===== src/hdl/spm_pkg.sv =====
// Four word-interleaved banks of 64 words, address bits above 9 ignored so the image wraps at 1 KiB
`default_nettype none

package spm_pkg;

  // Geometry
  localparam int unsigned NumBanks     = 4;
  localparam int unsigned BankIdxWidth = 2;
  localparam int unsigned RowsPerBank  = 64;
  localparam int unsigned RowWidth     = 6;
  localparam int unsigned ByteOffWidth = 2;

  localparam int unsigned SpmAddrWidth = 32;
  localparam int unsigned SpmDataWidth = 32;
  localparam int unsigned SpmBeWidth   = SpmDataWidth / 8;

  // Address fields, byte lane in [1:0], bank in [3:2], row in [9:4]
  localparam int unsigned BankLsb = ByteOffWidth;
  localparam int unsigned RowLsb  = ByteOffWidth + BankIdxWidth;

  // Single-word request from the adapter
  typedef struct packed {
    logic                    req;
    logic                    we;
    logic [SpmBeWidth-1:0]   be;
    logic [SpmAddrWidth-1:0] addr;
    logic [SpmDataWidth-1:0] wdata;
  } spm_req_t;

  typedef logic spm_gnt_t;

  // Read data, valid one cycle after grant
  typedef struct packed {
    logic                    rvalid;
    logic [SpmDataWidth-1:0] rdata;
  } spm_rsp_t;

  // Per-bank request with the row already decoded
  typedef struct packed {
    logic                    req;
    logic                    we;
    logic [SpmBeWidth-1:0]   be;
    logic [RowWidth-1:0]     row;
    logic [SpmDataWidth-1:0] wdata;
  } spm_bank_req_t;

endpackage

`default_nettype wire


===== src/hdl/spm_resp_merge.sv =====
// Expects at most one bank read per cycle, rvalid one cycle after the accepted read
`default_nettype none

module spm_resp_merge (
  input  logic                                                clk_i,
  input  logic                                                rst_ni,
  input  logic [spm_pkg::NumBanks-1:0]                        rd_accept_i,
  input  logic [spm_pkg::NumBanks-1:0][spm_pkg::SpmDataWidth-1:0] bank_rdata_i,
  output spm_pkg::spm_rsp_t                                   spm_rsp_o
);

  logic [spm_pkg::NumBanks-1:0]     rd_sel_q;
  logic [spm_pkg::SpmDataWidth-1:0] rdata;

  // Which bank was read last cycle, one-hot
  always_ff @(posedge clk_i or negedge rst_ni) begin
    if (!rst_ni) begin
      rd_sel_q <= '0;
    end else begin
      rd_sel_q <= rd_accept_i;
    end
  end

  // AND-OR select, zero when nothing was read
  always_comb begin
    rdata = '0;
    for (int unsigned b = 0; b < spm_pkg::NumBanks; b++) begin
      if (rd_sel_q[b]) begin
        rdata = rdata | bank_rdata_i[b];
      end
    end
  end

  assign spm_rsp_o.rvalid = |rd_sel_q;
  assign spm_rsp_o.rdata  = rdata;

endmodule

`default_nettype wire


===== config.mk =====
export PLATFORM = sky130hd
export DESIGN_NAME = spm_resp_merge
export DESIGN_NICKNAME = d
export VERILOG_FILES = /design/src/hdl/spm_pkg.sv /design/src/hdl/spm_resp_merge.sv
export SDC_FILE = /design/constraint.sdc
export NUM_CORES = 1
export LEC_CHECK = 0
export BUFFER_PORTS_ARGS = -buffer_cell sky130_fd_sc_hd__clkbuf_2
export CAP_MARGIN = 20
export CORE_ASPECT_RATIO = 0.5
export CORE_MARGIN = 1
export CORE_UTILIZATION = 24
export DETAILED_ROUTE_END_ITERATION = 16
export GPL_ROUTABILITY_DRIVEN = 0
export PLACE_DENSITY = 0.79
export SLEW_MARGIN = 10
export SYNTH_ARGS = -nofsm -noshare
export SYNTH_HDL_FRONTEND = slang
export SYNTH_SLANG_ARGS = --single-unit

===== constraint.sdc =====
create_clock -name clk_i -period 1.3 [get_ports clk_i]
set_clock_uncertainty 0.15 [all_clocks]
set_input_delay 0.065 -clock clk_i [delete_from_list [all_inputs] [get_ports clk_i]]
set_output_delay 0.065 -clock clk_i [all_outputs]
set_load 0.05 [all_outputs]

==> impl_metrics.yaml <==
run_status:
  status: "complete, but fails checks"
  violations: "negative setup slack"
setup_path:
  crit_buf_inv: 2
  critPathLaunchType: "register"
  cp.required_ns: 1.09
  crit_family: "buffers and inverters"
  cpPeakStageDelay_ns: 0.41
  crit_chain: "buf_12 -> a22oi_1 -> nand2_2 -> clkbuf_4"
  crit_path_top_delay_cell: "dfrtp_1"
  arrival_ns: 1.35
  critPathMaxFanout: 32
  crit_type: "reg2out"
  worst-path-stages: 4
  end_kind: "output port"
power:
  p_leak_nw: 1.14
  power_density_nw_per_um2: 672
  peakVddDrop_mv: 0.860
floorplanning:
  core-area_sq_um: 3070
  die_w_um: 83.2
  die_height_um: 42.6
  dieArea_sq_um: 3540
  rows: 14
  start_util_pct: 25.8
  ios: 167
yosys:
  synth_top_family_by_area: "compound AO/OA/AOI/OAI gates"
  yosysTopAreaCell: "a22oi_1"
  synthSimpleGateAreaFrac_pct: 16.6
  synth_commonest_cells: "a22oi_1, nand2_1, buf_2"
  synth_top_area_share_pct: 60.8
  avgSynthCellArea_sq_um: 6.76
  ys_types: 7
  syn-cell-area_sq_um: 791
  yosys.area_share.adder_pct: 0
  synth_compound_area_share_pct: 60.8
  ys_ff_latch: 4
  ys_seq_area_share_pct: 12.7
  yosys_warnings: 0
  synth-main-ff-cell: "dfrtp_1"
  async_flop_share_pct: 100
  synthXorXnorAreaFrac_pct: 0
  syn-num-nets: 251
  synth_area_leaders: "a22oi_1, nand2_1, dfrtp_1, buf_2, clkbuf_1"
  syn_inst: 117
  synth_edf_count: 0
  synthMuxAreaShare_pct: 0
  synth_most_common_cell: "a22oi_1"
final_layout:
  final_layout_size_suffix_gt1_share_pct: 88.7
  diodes: 0
  multi_input_area_sq_um: 895
  top_regs: "rd_sel_q: 4 flops"
  nets: 419
  nFillCells: 237
  register_area_sq_um: 101
  fin_util_pct: 72.5
  largest_reg_flops: 4
  area_delta_synth_final_pct: 181
  largest-register: "rd_sel_q"
timing:
  fin_ws_ns: -0.265
  fin_crit_sh_pct: 120
  min_period_ns: 1.57
  fmax_mhz: 639
  slew_viol_final: 0
  setup_violations: 33
  worstMarginPinSlew_ns: 0.253
  grt_setup_unrepaired: "yes"
  finalHoldViolations: 0
  slew_headroom_pct: 83.3
grt:
  antenna_found_initial: 0
  first_global_vias: 1686
  grt_overflow: 0
  grt_usage_pct: 27.2
  grt_pass1_wl_mm: 7.67
  grt_max_degree: 33
cts:
  postCtsSetupRepairBufs: 0
  cts_buffer_depth: 2
  h-tree-depth: 1
  clock_tree.root_cell: "clkbuf_8"
  cts_made_buffers: 3
  cts.sinks: 4
  cts_tree: "done"
  clk_pin_slew_ns: 0.03
route:
  wl_per_cell_um: 15.9
  dr.pass1.iters: 4
  drc: 0
  antenna_left: 0
  avgViaCountPerCell: 5.31
  drtIter0Drc: 55
  vias: 1714
  wl_mm: 5.14
placed_design:
  preCtsSetupSlack_ns: -0.0972
  place.detailed.hpwl_mm: 3.83
  port_buffers: 166
job:
  cap_violations: 0
hold_path:
  hp-class: "in2async"
## path summary, 6_finish.rpt
check                                end         startpoint
max in group asynchronous    rd_sel_q[1]             rst_ni
min in group clk_i         spm_rsp_o[28]  bank_rdata_i[124]
worst min-delay path         rd_sel_q[2]             rst_ni
worst max-delay path       spm_rsp_o[25]        rd_sel_q[0]
## cells in the final DEF (no fill, tap or decap), types with 4 or more instances in the layout
cell / n
a22oi_1: 23
a22oi_2: 41
buf_12: 8
buf_2: 4
buf_4: 7
buf_6: 4
clkbuf_2: 133
clkbuf_4: 17
dlygate4sd3_1: 5
nand2_2: 31
## power breakdown
group / internal, mW / switching [mW]
registers: 0.132 / 0.00785
logic: 0.462 / 0.633
clock network: 0.197 / 0.0626
total: 0.791 / 0.703
## repair_timing
action                                  4_1_cts  5_1_grt
endpoints found under the hold margin         8        0
endpoints found under the setup margin       33       33
hold buffers                                  5        0
pin swaps                                     0        2
resized for setup                            31       57
## area by class of cell
cell class | count | share of cell area (%)
Multi-Input combinational cell | 97 | 40.2
Sequential cell | 4 | 4.56
Tap cell | 40 | 2.25
Clock buffer | 3 | 1.86
Timing Repair Buffer | 179 | 51.1
## metrics by stage
step                area, sq um  setup TNS [ns]  hold WS (ns)  power (mW)  std cells
floorplan                   870         -0.0149        -0.381       0.696        117
global placement           1830           -1.20        -0.279        1.07        315
detailed placement         1830           -1.90        -0.274        1.08        315
CTS                        2030           -7.80        0.0530        1.41        323
global route               2220           -8.36        0.0647        1.57        323
finish                     2220           -6.85        0.0663        1.49        323
## metal layers
layer / track usage, % / wire, um
met4: 9.31 / 112
met1: 30.6 / 1950
met2: 51.6 / 2850
met3: 5.91 / 232
met5: 0 / 0
## logic make-up (layout without fill, tap and decap cells)
family                 after synthesis  in the layout
AO/OA/AOI/OAI                       64             64
AND/OR/NAND/NOR                     33             33
buffers and inverters               16            182
flip-flops                           4              4
(Power assumes the default switching activity.)
