**config.mk**
```make
export PLATFORM = sky130hd
export DESIGN_NAME = ahb_spm_adapter
export DESIGN_NICKNAME = d
export VERILOG_FILES = /design/src/hdl/ahb_pkg.sv /design/src/hdl/spm_pkg.sv /design/src/hdl/ahb_spm_adapter.sv
export SDC_FILE = /design/constraint.sdc
export NUM_CORES = 1
export LEC_CHECK = 0
export BUFFER_PORTS_ARGS = -buffer_cell sky130_fd_sc_hd__buf_2
export CELL_PAD_IN_SITES_DETAIL_PLACEMENT = 0
export CELL_PAD_IN_SITES_GLOBAL_PLACEMENT = 2
export CORE_ASPECT_RATIO = 2
export CORE_MARGIN = 2
export CORE_UTILIZATION = 19
export CTS_CLUSTER_DIAMETER = 40
export DETAILED_ROUTE_END_ITERATION = 8
export PLACE_DENSITY_LB_ADDON = 0.1
export SLEW_MARGIN = 0
export SYNTH_ARGS = -nofsm -noshare
export SYNTH_HDL_FRONTEND = slang
export SYNTH_SLANG_ARGS = --single-unit
export TNS_END_PERCENT = 50
```
**constraint.sdc**
```tcl
create_clock -name clk_i -period 4.59 [get_ports clk_i]
set_input_delay 0.459 -clock clk_i [delete_from_list [all_inputs] [get_ports clk_i]]
set_output_delay 0.459 -clock clk_i [all_outputs]
set_load 0.02 [all_outputs]
```
**src/hdl/ahb_pkg.sv**
```systemverilog
// AHB-Lite bus side, 32-bit only, no lock, protection or burst-length fields, hresp never ERROR
`default_nettype none

package ahb_pkg;

  // Bus widths
  localparam int unsigned AhbAddrWidth = 32;
  localparam int unsigned AhbDataWidth = 32;

  // Transfer type, only NONSEQ and SEQ move data
  typedef enum logic [1:0] {
    IDLE   = 2'b00,
    BUSY   = 2'b01,
    NONSEQ = 2'b10,
    SEQ    = 2'b11
  } htrans_e;

  // Transfer size
  // Anything wider than a word is served as a word
  typedef enum logic [2:0] {
    HSIZE_BYTE  = 3'b000,
    HSIZE_HALF  = 3'b001,
    HSIZE_WORD  = 3'b010,
    HSIZE_DWORD = 3'b011,
    HSIZE_4W    = 3'b100,
    HSIZE_8W    = 3'b101,
    HSIZE_16W   = 3'b110,
    HSIZE_32W   = 3'b111
  } hsize_e;

  typedef enum logic {
    OKAY  = 1'b0,
    ERROR = 1'b1
  } hresp_e;

  // Master to slave
  typedef struct packed {
    htrans_e                 htrans;
    hsize_e                  hsize;
    logic                    hwrite;
    logic [AhbAddrWidth-1:0] haddr;
    logic [AhbDataWidth-1:0] hwdata;
  } ahb_req_t;

  // Slave to master
  typedef struct packed {
    logic                    hready;
    hresp_e                  hresp;
    logic [AhbDataWidth-1:0] hrdata;
  } ahb_resp_t;

endpackage

`default_nettype wire

```
**src/hdl/spm_pkg.sv**
```systemverilog
// Four word-interleaved banks of 64 words, address bits above 9 ignored so the image wraps at 1 KiB
`default_nettype none

package spm_pkg;

  // Geometry
  localparam int unsigned NumBanks     = 4;
  localparam int unsigned BankIdxWidth = 2;
  localparam int unsigned RowsPerBank  = 64;
  localparam int unsigned RowWidth     = 6;
  localparam int unsigned ByteOffWidth = 2;

  localparam int unsigned SpmAddrWidth = 32;
  localparam int unsigned SpmDataWidth = 32;
  localparam int unsigned SpmBeWidth   = SpmDataWidth / 8;

  // Address fields, byte lane in [1:0], bank in [3:2], row in [9:4]
  localparam int unsigned BankLsb = ByteOffWidth;
  localparam int unsigned RowLsb  = ByteOffWidth + BankIdxWidth;

  // Single-word request from the adapter
  typedef struct packed {
    logic                    req;
    logic                    we;
    logic [SpmBeWidth-1:0]   be;
    logic [SpmAddrWidth-1:0] addr;
    logic [SpmDataWidth-1:0] wdata;
  } spm_req_t;

  typedef logic spm_gnt_t;

  // Read data, valid one cycle after grant
  typedef struct packed {
    logic                    rvalid;
    logic [SpmDataWidth-1:0] rdata;
  } spm_rsp_t;

  // Per-bank request with the row already decoded
  typedef struct packed {
    logic                    req;
    logic                    we;
    logic [SpmBeWidth-1:0]   be;
    logic [RowWidth-1:0]     row;
    logic [SpmDataWidth-1:0] wdata;
  } spm_bank_req_t;

endpackage

`default_nettype wire

```
**src/hdl/ahb_spm_adapter.sv**
```systemverilog
// One transfer in flight at a time, hresp tied to OKAY, IDLE and BUSY ignored, sizes over word as word
`default_nettype none

module ahb_spm_adapter (
  input  logic               clk_i,
  input  logic               rst_ni,
  input  ahb_pkg::ahb_req_t  ahb_req_i,
  output ahb_pkg::ahb_resp_t ahb_resp_o,
  output spm_pkg::spm_req_t  spm_req_o,
  input  spm_pkg::spm_gnt_t  spm_gnt_i,
  input  spm_pkg::spm_rsp_t  spm_rsp_i
);

  typedef enum logic [1:0] {
    S_IDLE,
    S_WRITE,
    S_READ,
    S_READ_DATA
  } state_e;

  state_e state_q;
  state_e state_d;

  logic                                 hready;
  logic [ahb_pkg::AhbDataWidth-1:0]     hrdata;
  logic                                 xfer_req;
  logic [ahb_pkg::AhbAddrWidth-1:0]     addr_q;
  logic [spm_pkg::SpmBeWidth-1:0]       be_q;
  logic                                 we_q;

  // Byte lanes from transfer size and low address bits
  function automatic logic [spm_pkg::SpmBeWidth-1:0] calc_be(
    input ahb_pkg::hsize_e                  size,
    input logic [spm_pkg::ByteOffWidth-1:0] off
  );
    logic [spm_pkg::SpmBeWidth-1:0] be;
    case (size)
      ahb_pkg::HSIZE_BYTE: be = 4'b0001 << off;
      // Halfword always starts at the even lane
      ahb_pkg::HSIZE_HALF: be = 4'b0011 << {off[1], 1'b0};
      default:             be = 4'b1111;
    endcase
    return be;
  endfunction

  // Address phase accepted only while hready is high
  assign xfer_req = hready &&
                    ((ahb_req_i.htrans == ahb_pkg::NONSEQ) ||
                     (ahb_req_i.htrans == ahb_pkg::SEQ));

  // ----------------------------------------
  // State machine
  // ----------------------------------------

  always_ff @(posedge clk_i or negedge rst_ni) begin
    if (!rst_ni) begin
      state_q <= S_IDLE;
    end else begin
      state_q <= state_d;
    end
  end

  always_comb begin
    state_d = state_q;
    case (state_q)
      S_IDLE: begin
        if (xfer_req) begin
          state_d = ahb_req_i.hwrite ? S_WRITE : S_READ;
        end
      end
      // Write done once granted
      S_WRITE: begin
        if (spm_gnt_i) begin
          state_d = S_IDLE;
        end
      end
      S_READ: begin
        if (spm_gnt_i) begin
          state_d = S_READ_DATA;
        end
      end
      // Next address phase may overlap the returning data
      S_READ_DATA: begin
        if (spm_rsp_i.rvalid && xfer_req) begin
          state_d = ahb_req_i.hwrite ? S_WRITE : S_READ;
        end else if (spm_rsp_i.rvalid) begin
          state_d = S_IDLE;
        end
      end
      default: state_d = S_IDLE;
    endcase
  end

  // ----------------------------------------
  // Address phase capture
  // ----------------------------------------

  // Direction kept with the address, not taken from the next address phase
  always_ff @(posedge clk_i or negedge rst_ni) begin
    if (!rst_ni) begin
      we_q <= 1'b0;
    end else if (xfer_req) begin
      we_q <= ahb_req_i.hwrite;
    end
  end

  always_ff @(posedge clk_i) begin
    if (xfer_req) begin
      addr_q <= ahb_req_i.haddr;
      be_q   <= calc_be(ahb_req_i.hsize, ahb_req_i.haddr[spm_pkg::ByteOffWidth-1:0]);
    end
  end

  // ----------------------------------------
  // Bus and scratchpad outputs
  // ----------------------------------------

  always_comb begin
    hready = 1'b1;
    hrdata = '0;
    case (state_q)
      S_WRITE,
      S_READ: hready = 1'b0;
      S_READ_DATA: begin
        hready = spm_rsp_i.rvalid;
        if (spm_rsp_i.rvalid) begin
          hrdata = spm_rsp_i.rdata;
        end
      end
      default: ;
    endcase
  end

  assign ahb_resp_o.hready = hready;
  assign ahb_resp_o.hresp  = ahb_pkg::OKAY;
  assign ahb_resp_o.hrdata = hrdata;

  // Request held in WRITE and READ until granted
  assign spm_req_o.req   = (state_q == S_WRITE) || (state_q == S_READ);
  assign spm_req_o.we    = we_q;
  assign spm_req_o.be    = be_q;
  assign spm_req_o.addr  = addr_q;
  // Write data arrives in the data phase
  assign spm_req_o.wdata = ahb_req_i.hwdata;

endmodule

`default_nettype wire

```
==> qor.csv, run 1 <==
stage,metric,value,unit
status,status,"finished, final reports clean",
place,port_buffers,143,
place,place_congestion,0.6841,
timing,finalHoldViolCount,0,
routing,drt_pass1_iterations,4,
floorplan,num_rows,51,
routing,drt_wl_total,4909,um
logic_synthesis,synth_fp_nets,255,
grt,antenna_found_initial,0,
critical_path,crit_type,register to output pin,
routing,drc,0,
cts,clock_latency,0.28,ns
grt,grt.overflow.total,0,
routing,drt-initial-drc-count,8,
timing,maxSlewViolCount,0,
timing,max_slew.worst_pin.slew,0.9124,ns
critical_path,reg2reg_slack,2.15,ns
critical_path,reg2reg_to,we_q$_DFFE_PN0P_,
logic_synthesis,yosys.area.top_type,edfxtp_1,
power_and_ir_drop,p_per_area,554.0,nW/um^2
logic_synthesis,syn-cell-area,1872,sq um
floorplan,start_util,0.1943,
critical_path,slowest_delay,0.78,ns
timing,rsz0062_at_grt,false,
floorplan,die_w,74.19,um
timing,fmax,0.3981,GHz
critical_path,crit_path_cell_trace,ha_1 > nand2b_1 > and2_2 > buf_2,
grt,globalRouteTotalUtil,0.08797,
place,hpwl,3954,um
timing,period_minus_slack,2.512,ns
cts,clkSinkCount,39,
power_and_ir_drop,vdd_drop_max,0.1708,mV
floorplan,dieArea,10710,sq um
hold_path,hold_depth,1,
final_layout,final_util,0.2714,
routing,num_vias,1505,
hold_path,min_path_type,input port to register,
power_and_ir_drop,leakage,1.355,nW
timing,finalSetupViolations,0,
hold_path,hold_end,addr_q[24]$_DFFE_PP_,
critical_path,worst-path-max-fanout,35,
critical_path,crit_slowest_cell,ha_1,
cts,root_buffer,clkbuf_16,
floorplan,die_h,144.4,um
grt,grt_pass1_vias,1548,
timing,setup_tns,0,ns
logic_synthesis,ys_warn_count,0,
critical_path,crit_arrival,2.05,ns
logic_synthesis,ys_types,21,
routing,wire_per_inst,12.68,um
final_layout,diodes,0,
critical_path,cp.required,4.13,ns
cts,cts_tree,done,
final_layout,layout-drive-gt1-share,0.6157,
floorplan,coreArea,9635,sq um
grt,grt_max_degree,38,
cts,postCtsSetupRepairBufs,0,
critical_path,timing.rr.start,state_q[0]$_DFFE_PN0P_,
logic_synthesis,yosysSeqAreaShare,0.6176,
final_layout,nets,365,
hold_path,min_from,ahb_req_i[56],
cts,path_clk_slew,0.06,ns
routing,vias_per_cell,3.889,
logic_synthesis,avgSynthCellArea,13.00,sq um
cts,htreeDepth,2,
logic_synthesis,synth.area.top_cells,"edfxtp_1 (58%), buf_4 (14%), and3_1 (10%)",
grt,grt_pass1_wl,7058,um
routing,ant_nets,0,
critical_path,critPathLaunchType,register,
logic_synthesis,ys_ff_latch,39,
logic_synthesis,synth_cells,144,
timing,fin_crit_sh,0.5472,
timing,finalClockSkew,0.004589,ns
logic_synthesis,netlist.area_leader.share,0.5775,
job,cap_viol_max_count,0,
critical_path,reg2reg_depth,4,
cts,clockBufferDepth,2,
floorplan,ios,210,
final_layout,areaGrowthSynthToFinish,39.71,%
cts,numCtsBuffers,5,
timing,relSlewSlack,0.3918,
critical_path,endpoint_kind,output pin,
==> repair_timing <==
action                                 CTS  global route
gates resized for setup                  0             0
hold buffers                             1             0
endpoints found under the hold margin    3             0
==> layout by cell type, fill, tap and decap left out, types with 2 or more instances in the layout <==
cell       Yosys  layout
clkbuf_1       6       2
dfrtp_1        3       3
inv_1          4       4
and3_2         2       2
buf_2          0     143
clkbuf_16      0       5
ha_1           5       5
edfxtp_1      36      36
o21ai_0        6       6
and3_1        30      30
mux2_2         2       2
nand2b_1       3       3
nor2_1         3       3
==> where the power goes <==
part | switching (mW) | internal [mW]
Clock | 0.121 | 0.200
Combinational | 0.375 | 0.189
Sequential | 0.0305 | 0.533
Total | 0.526 | 0.923
==> routing by layer <==
layer  vias to the layer above  GRT usage  part of all wire
met5                         -          0                 0
met2                       170     0.1678              0.53
met4                         0    0.03828             0.018
li1                        690          -                 -
met1                       638    0.06846              0.29
met3                         7    0.04878              0.17
==> synthesized netlist by cell type (all sizes together) <==
library cell and instances:
a21oi 1, a31oi 1, and2 1, and3 33
buf 35, clkbuf 6, conb 1, dfrtp 3
edfxtp 36, ha 5, inv 4, mux2 3
nand2 1, nand2b 3, nor2 3, nor2b 1
o21ai 7
==> critical path, delay by kind of cell, from the launching register on <==
| kind | cells | cell delay (ns) |
|---|---|---|
| adder cells (fa/ha/maj) | 1 | 0.78 |
| buffers and inverters | 1 | 0.15 |
| flip-flops | 1 | 0.41 |
| AND/OR/NAND/NOR | 2 | 0.41 |
==> area by class of cell <==
| cell class | instances | area [sq um] |
|---|---|---|
| Inverter | 4 | 15.01 |
| Clock buffer | 7 | 132.6 |
| Sequential cell | 39 | 1156 |
| Fill cell | 1028 | 7020 |
| Timing Repair Buffer | 144 | 725.7 |
| Multi-Input combinational cell | 60 | 415.4 |
| Clock inverter | 1 | 5.005 |
| Tap cell | 132 | 165.2 |
==> cells by family (layout without fill, tap and decap cells) <==
kind of cell | Yosys count | in the layout | share of synthesized area
buffers and inverters | 45 | 156 | 0.1604
and+or+nand+nor | 42 | 42 | 0.1397
muxes | 3 | 3 | 0.02005
other | 1 | 1 | 0.002003
AOI/OAI and AO/OA | 9 | 9 | 0.02674
DFF | 39 | 39 | 0.6176
adders and majority gates | 5 | 5 | 0.03342
==> worst max-delay path by stage <==
| stage | from | end | slack (ns) | cells after the start |
|---|---|---|---|---|
| after CTS | state_q[0]$_DFFE_PN0P_ | ahb_resp_o[33] | 2.01 | 4 |
| after detailed placement | state_q[1]$_DFFE_PN0P_ | we_q$_DFFE_PN0P_ | 2.12 | 4 |
| after global routing | state_q[1]$_DFFE_PN0P_ | ahb_resp_o[33] | 1.89 | 4 |
| after global placement | state_q[0]$_DFFE_PN0P_ | we_q$_DFFE_PN0P_ | 2.06 | 4 |
| final | state_q[0]$_DFFE_PN0P_ | ahb_resp_o[33] | 2.08 | 4 |
| after floorplan | state_q[0]$_DFFE_PN0P_ | we_q$_DFFE_PN0P_ | 2.74 | 5 |
==> stage by stage <==
step / power [mW] / hold slack [ns] / instances / setup slack (ns) / cell area (sq um)
after global routing: 1.541 / 0.3453 / 387 / 1.888 / 2615
final: 1.449 / 0.3565 / 387 / 2.078 / 2615
after floorplan: 1.000 / 0.1634 / 144 / 2.743 / 1872
after global placement: 1.154 / 0.2582 / 378 / 2.058 / 2467
after CTS: 1.480 / 0.3482 / 387 / 2.014 / 2615
after detailed placement: 1.148 / 0.2628 / 378 / 2.121 / 2467
==> flip-flops by register name (all words and copies together) (netlist names) <==
register,cells
state_q,2
be_q,4
addr_q,32
we_q,1
Power figures use the tool's default switching activity.
==> run 2: changes to the inputs <==
Settings changed: CORE_UTILIZATION 19 to 17.
Clock period 4.59 ns to 2.41 ns, I/O delays scaled along.
==> run 2 against run 1 <==
Against the previous run:
- power is 100% higher
- clock power is 130% higher
- via count is 0.60% higher
- critical path depth stayed put
- global-route usage hardly changed
- die area is 11% higher
- sequential share of layout area is 1.1 points lower
- critical endpoint is now ahb_resp_o[11]
==> qor.csv, run 2 (synthesis results as in run 1) <==
stage,metric,value,unit,change
timing,period_minus_slack,1.975,ns,
routing,wl_met2,3017,um,was 2592 um
timing,maxSlewViolCount,0,,unchanged
floorplan,ios,210,,unchanged
final_layout,layout_common_cells,"buf_2 (143), edfxtp_1 (36), and3_1 (30)",,unchanged
timing,whs,0.1299,ns,was 0.3565 ns
floorplan,num_rows,54,,was 51
power_and_ir_drop,vdd_drop_max,0.3976,mV,was 0.1708 mV
cts,ctsResizeCount,0,,unchanged
cts,htreeDepth,2,,unchanged
cts,numCtsBuffers,5,,unchanged
timing,finalClockSkew,0.006777,ns,was 0.004589 ns
power_and_ir_drop,power_frac_comb,0.386,,was 0.389
floorplan,start_util,0.1731,,was 0.1943
power_and_ir_drop,switchingPower,1.031,mW,was 0.5261 mW
timing,finalHoldViolCount,0,,unchanged
place,place_congestion,0.6963,,was 0.6841
final_layout,layout-drive-gt1-share,0.6226,,was 0.6157
routing,drt_wl_total,5502,um,was 4909 um
grt,globalRouteTotalUtil,0.08845,,was 0.08797
place,port_buffers,143,,unchanged
critical_path,crit_arrival,1.73,ns,was 2.05 ns
cts,clockBufferDepth,2,,unchanged
critical_path,crit_type,register to output pin,,unchanged
power_and_ir_drop,p_per_area,1091,nW/um^2,was 554.0 nW/um^2
grt,antenna_found_initial,1,,was 0
grt,grt_pass1_wl,7803,um,was 7058 um
place,dp_slack,0.5104,ns,was 2.121 ns
routing,drt-initial-drc-count,46,,was 8
power_and_ir_drop,pwr-share-clk,0.248,,was 0.222
routing,dr_wl_met3,588,um,was 810 um
critical_path,critPathLaunchType,register,,unchanged
power_and_ir_drop,switching_share,0.3525,,was 0.3632
power_and_ir_drop,leakage,1.383,nW,was 1.355 nW
timing,fin_crit_sh,0.8196,,
final_layout,top_register,addr_q,,unchanged
critical_path,cp.required,2.17,ns,was 4.13 ns
cts,clock_latency,0.28,ns,about the same
cts,cts_tree,done,,unchanged
final_layout,largest_register_ffs,32,,unchanged
grt,grt_pass1_vias,1547,,"was 1,548"
timing,setup_tns,0,ns,unchanged
routing,wire_per_inst,13.82,um,was 12.68 um
routing,top_layer,met4,,unchanged
routing,vias_per_cell,3.804,,was 3.889
status,status,"finished, final reports clean",,unchanged
final_layout,reg_top3,"addr_q x32, be_q x4, state_q x2",,unchanged
routing,num_vias,1514,,"was 1,505"
critical_path,worst-path-max-fanout,23,,was 35
final_layout,layout_commonest_cell,buf_2,,unchanged
place,hpwl,4502,um,was 3954 um
routing,wl_met1,1623,um,was 1419 um
floorplan,die_w,78.20,um,was 74.19 um
routing,drc,0,,unchanged
timing,worst_slack,0.4347,ns,was 2.078 ns
floorplan,coreArea,10810,sq um,was 9635 sq um
hold_path,min_path_type,input port to register,,unchanged
timing,fmax,0.5063,GHz,
cts,root_buffer,clkbuf_16,,unchanged
routing,ant_nets,0,,unchanged
grt,grt_max_degree,35,,was 38
timing,finalSetupViolations,0,,unchanged
critical_path,endpoint_kind,output pin,,unchanged
power_and_ir_drop,power.internal,1.893,mW,was 0.9226 mW
final_layout,nets,367,,was 365
cts,clkSinkCount,39,,unchanged
floorplan,dieArea,11920,sq um,"was 10,710 sq um"
timing,rsz0062_at_grt,false,,unchanged
cts,path_clk_slew,0.06,ns,about the same
grt,grt.overflow.total,0,,unchanged
power_and_ir_drop,p_seq_frac,0.366,,was 0.389
job,cap_viol_max_count,0,,unchanged
final_layout,areaGrowthSynthToFinish,43.25,%,was 39.71%
final_layout,final_util,0.2480,,was 0.2714
routing,drt_pass1_iterations,3,,was 4
floorplan,die_h,152.4,um,was 144.4 um
-- run 2: cell types whose count changed in the layout (fill, tap and decap cells not counted) --
cell,previous run,this run
clkbuf_1,2,0
buf_12,0,1
buf_4,0,1
bufinv_16,0,1
clkinv_1,0,1
diode_2,0,1
-- run 2: path summary, 6_finish.rpt --
kind / startpoint / end / slack, ns / cells past startpoint
setup / recovery: state_q[0]$_DFFE_PN0P_ / ahb_resp_o[11] / 0.43 / 4
hold / removal: ahb_req_i[48] / addr_q[16]$_DFFE_PP_ / 0.13 / 1
setup reg to reg: state_q[0]$_DFFE_PN0P_ / addr_q[29]$_DFFE_PP_ / 0.53 / 4
hold reg to reg: we_q$_DFFE_PN0P_ / we_q$_DFFE_PN0P_ / 0.52 / 1
max in group asynchronous: rst_ni / we_q$_DFFE_PN0P_ / 1.97 / 2
min in group asynchronous: rst_ni / state_q[1]$_DFFE_PN0P_ / 0.32 / 2
-- run 2: final cells by class --
type	instances	area (sq um)
repair buffers	146	753.2
multi-input cells	60	415.4
inverters	4	15.01
clock buffers	5	125.1
flip-flops and latches	39	1156
diodes	1	2.502
well taps	140	175.2
fillers	1174	8129
clock inverters	3	38.79
-- run 2: power by group through the flow --
stage / logic (mW) / registers (mW) / clock network, mW
after global placement: 1.16 / 1.08 / 0
after detailed placement: 1.16 / 1.08 / 0
after floorplan: 0.588 / 1.32 / 0
final: 1.13 / 1.07 / 0.727
after global routing: 1.23 / 1.09 / 0.776
after CTS: 1.16 / 1.07 / 0.754
-- run 2: per-layer routing --
metal	vias up	track usage
met2	136	0.1683
met3	21	0.03140
li1	693	-
met1	664	0.06903
met4	0	0.06683
met5	-	0
-- run 2: worst max-delay path, cell delays in order (launching register included) --
cell and delay [ns]:
dfrtp_1 0.40, ha_1 0.39, buf_4 0.29, and3_1 0.19
buf_2 0.17
-- run 2: repair_timing --
item	4_1_cts	5_1_grt
hold buffers	1	0
setup buffers	0	0
hold endpoints to repair	3	0
-- run 2: through the flow --
step | area, sq um | instances | power (mW)
5_1_grt | 2681 | 398 | 3.090
6_report | 2681 | 398 | 2.924
2_1_floorplan | 1872 | 144 | 1.905
4_1_cts | 2679 | 397 | 2.984
3_5_place_dp | 2505 | 388 | 2.238
3_3_place_gp | 2505 | 388 | 2.244
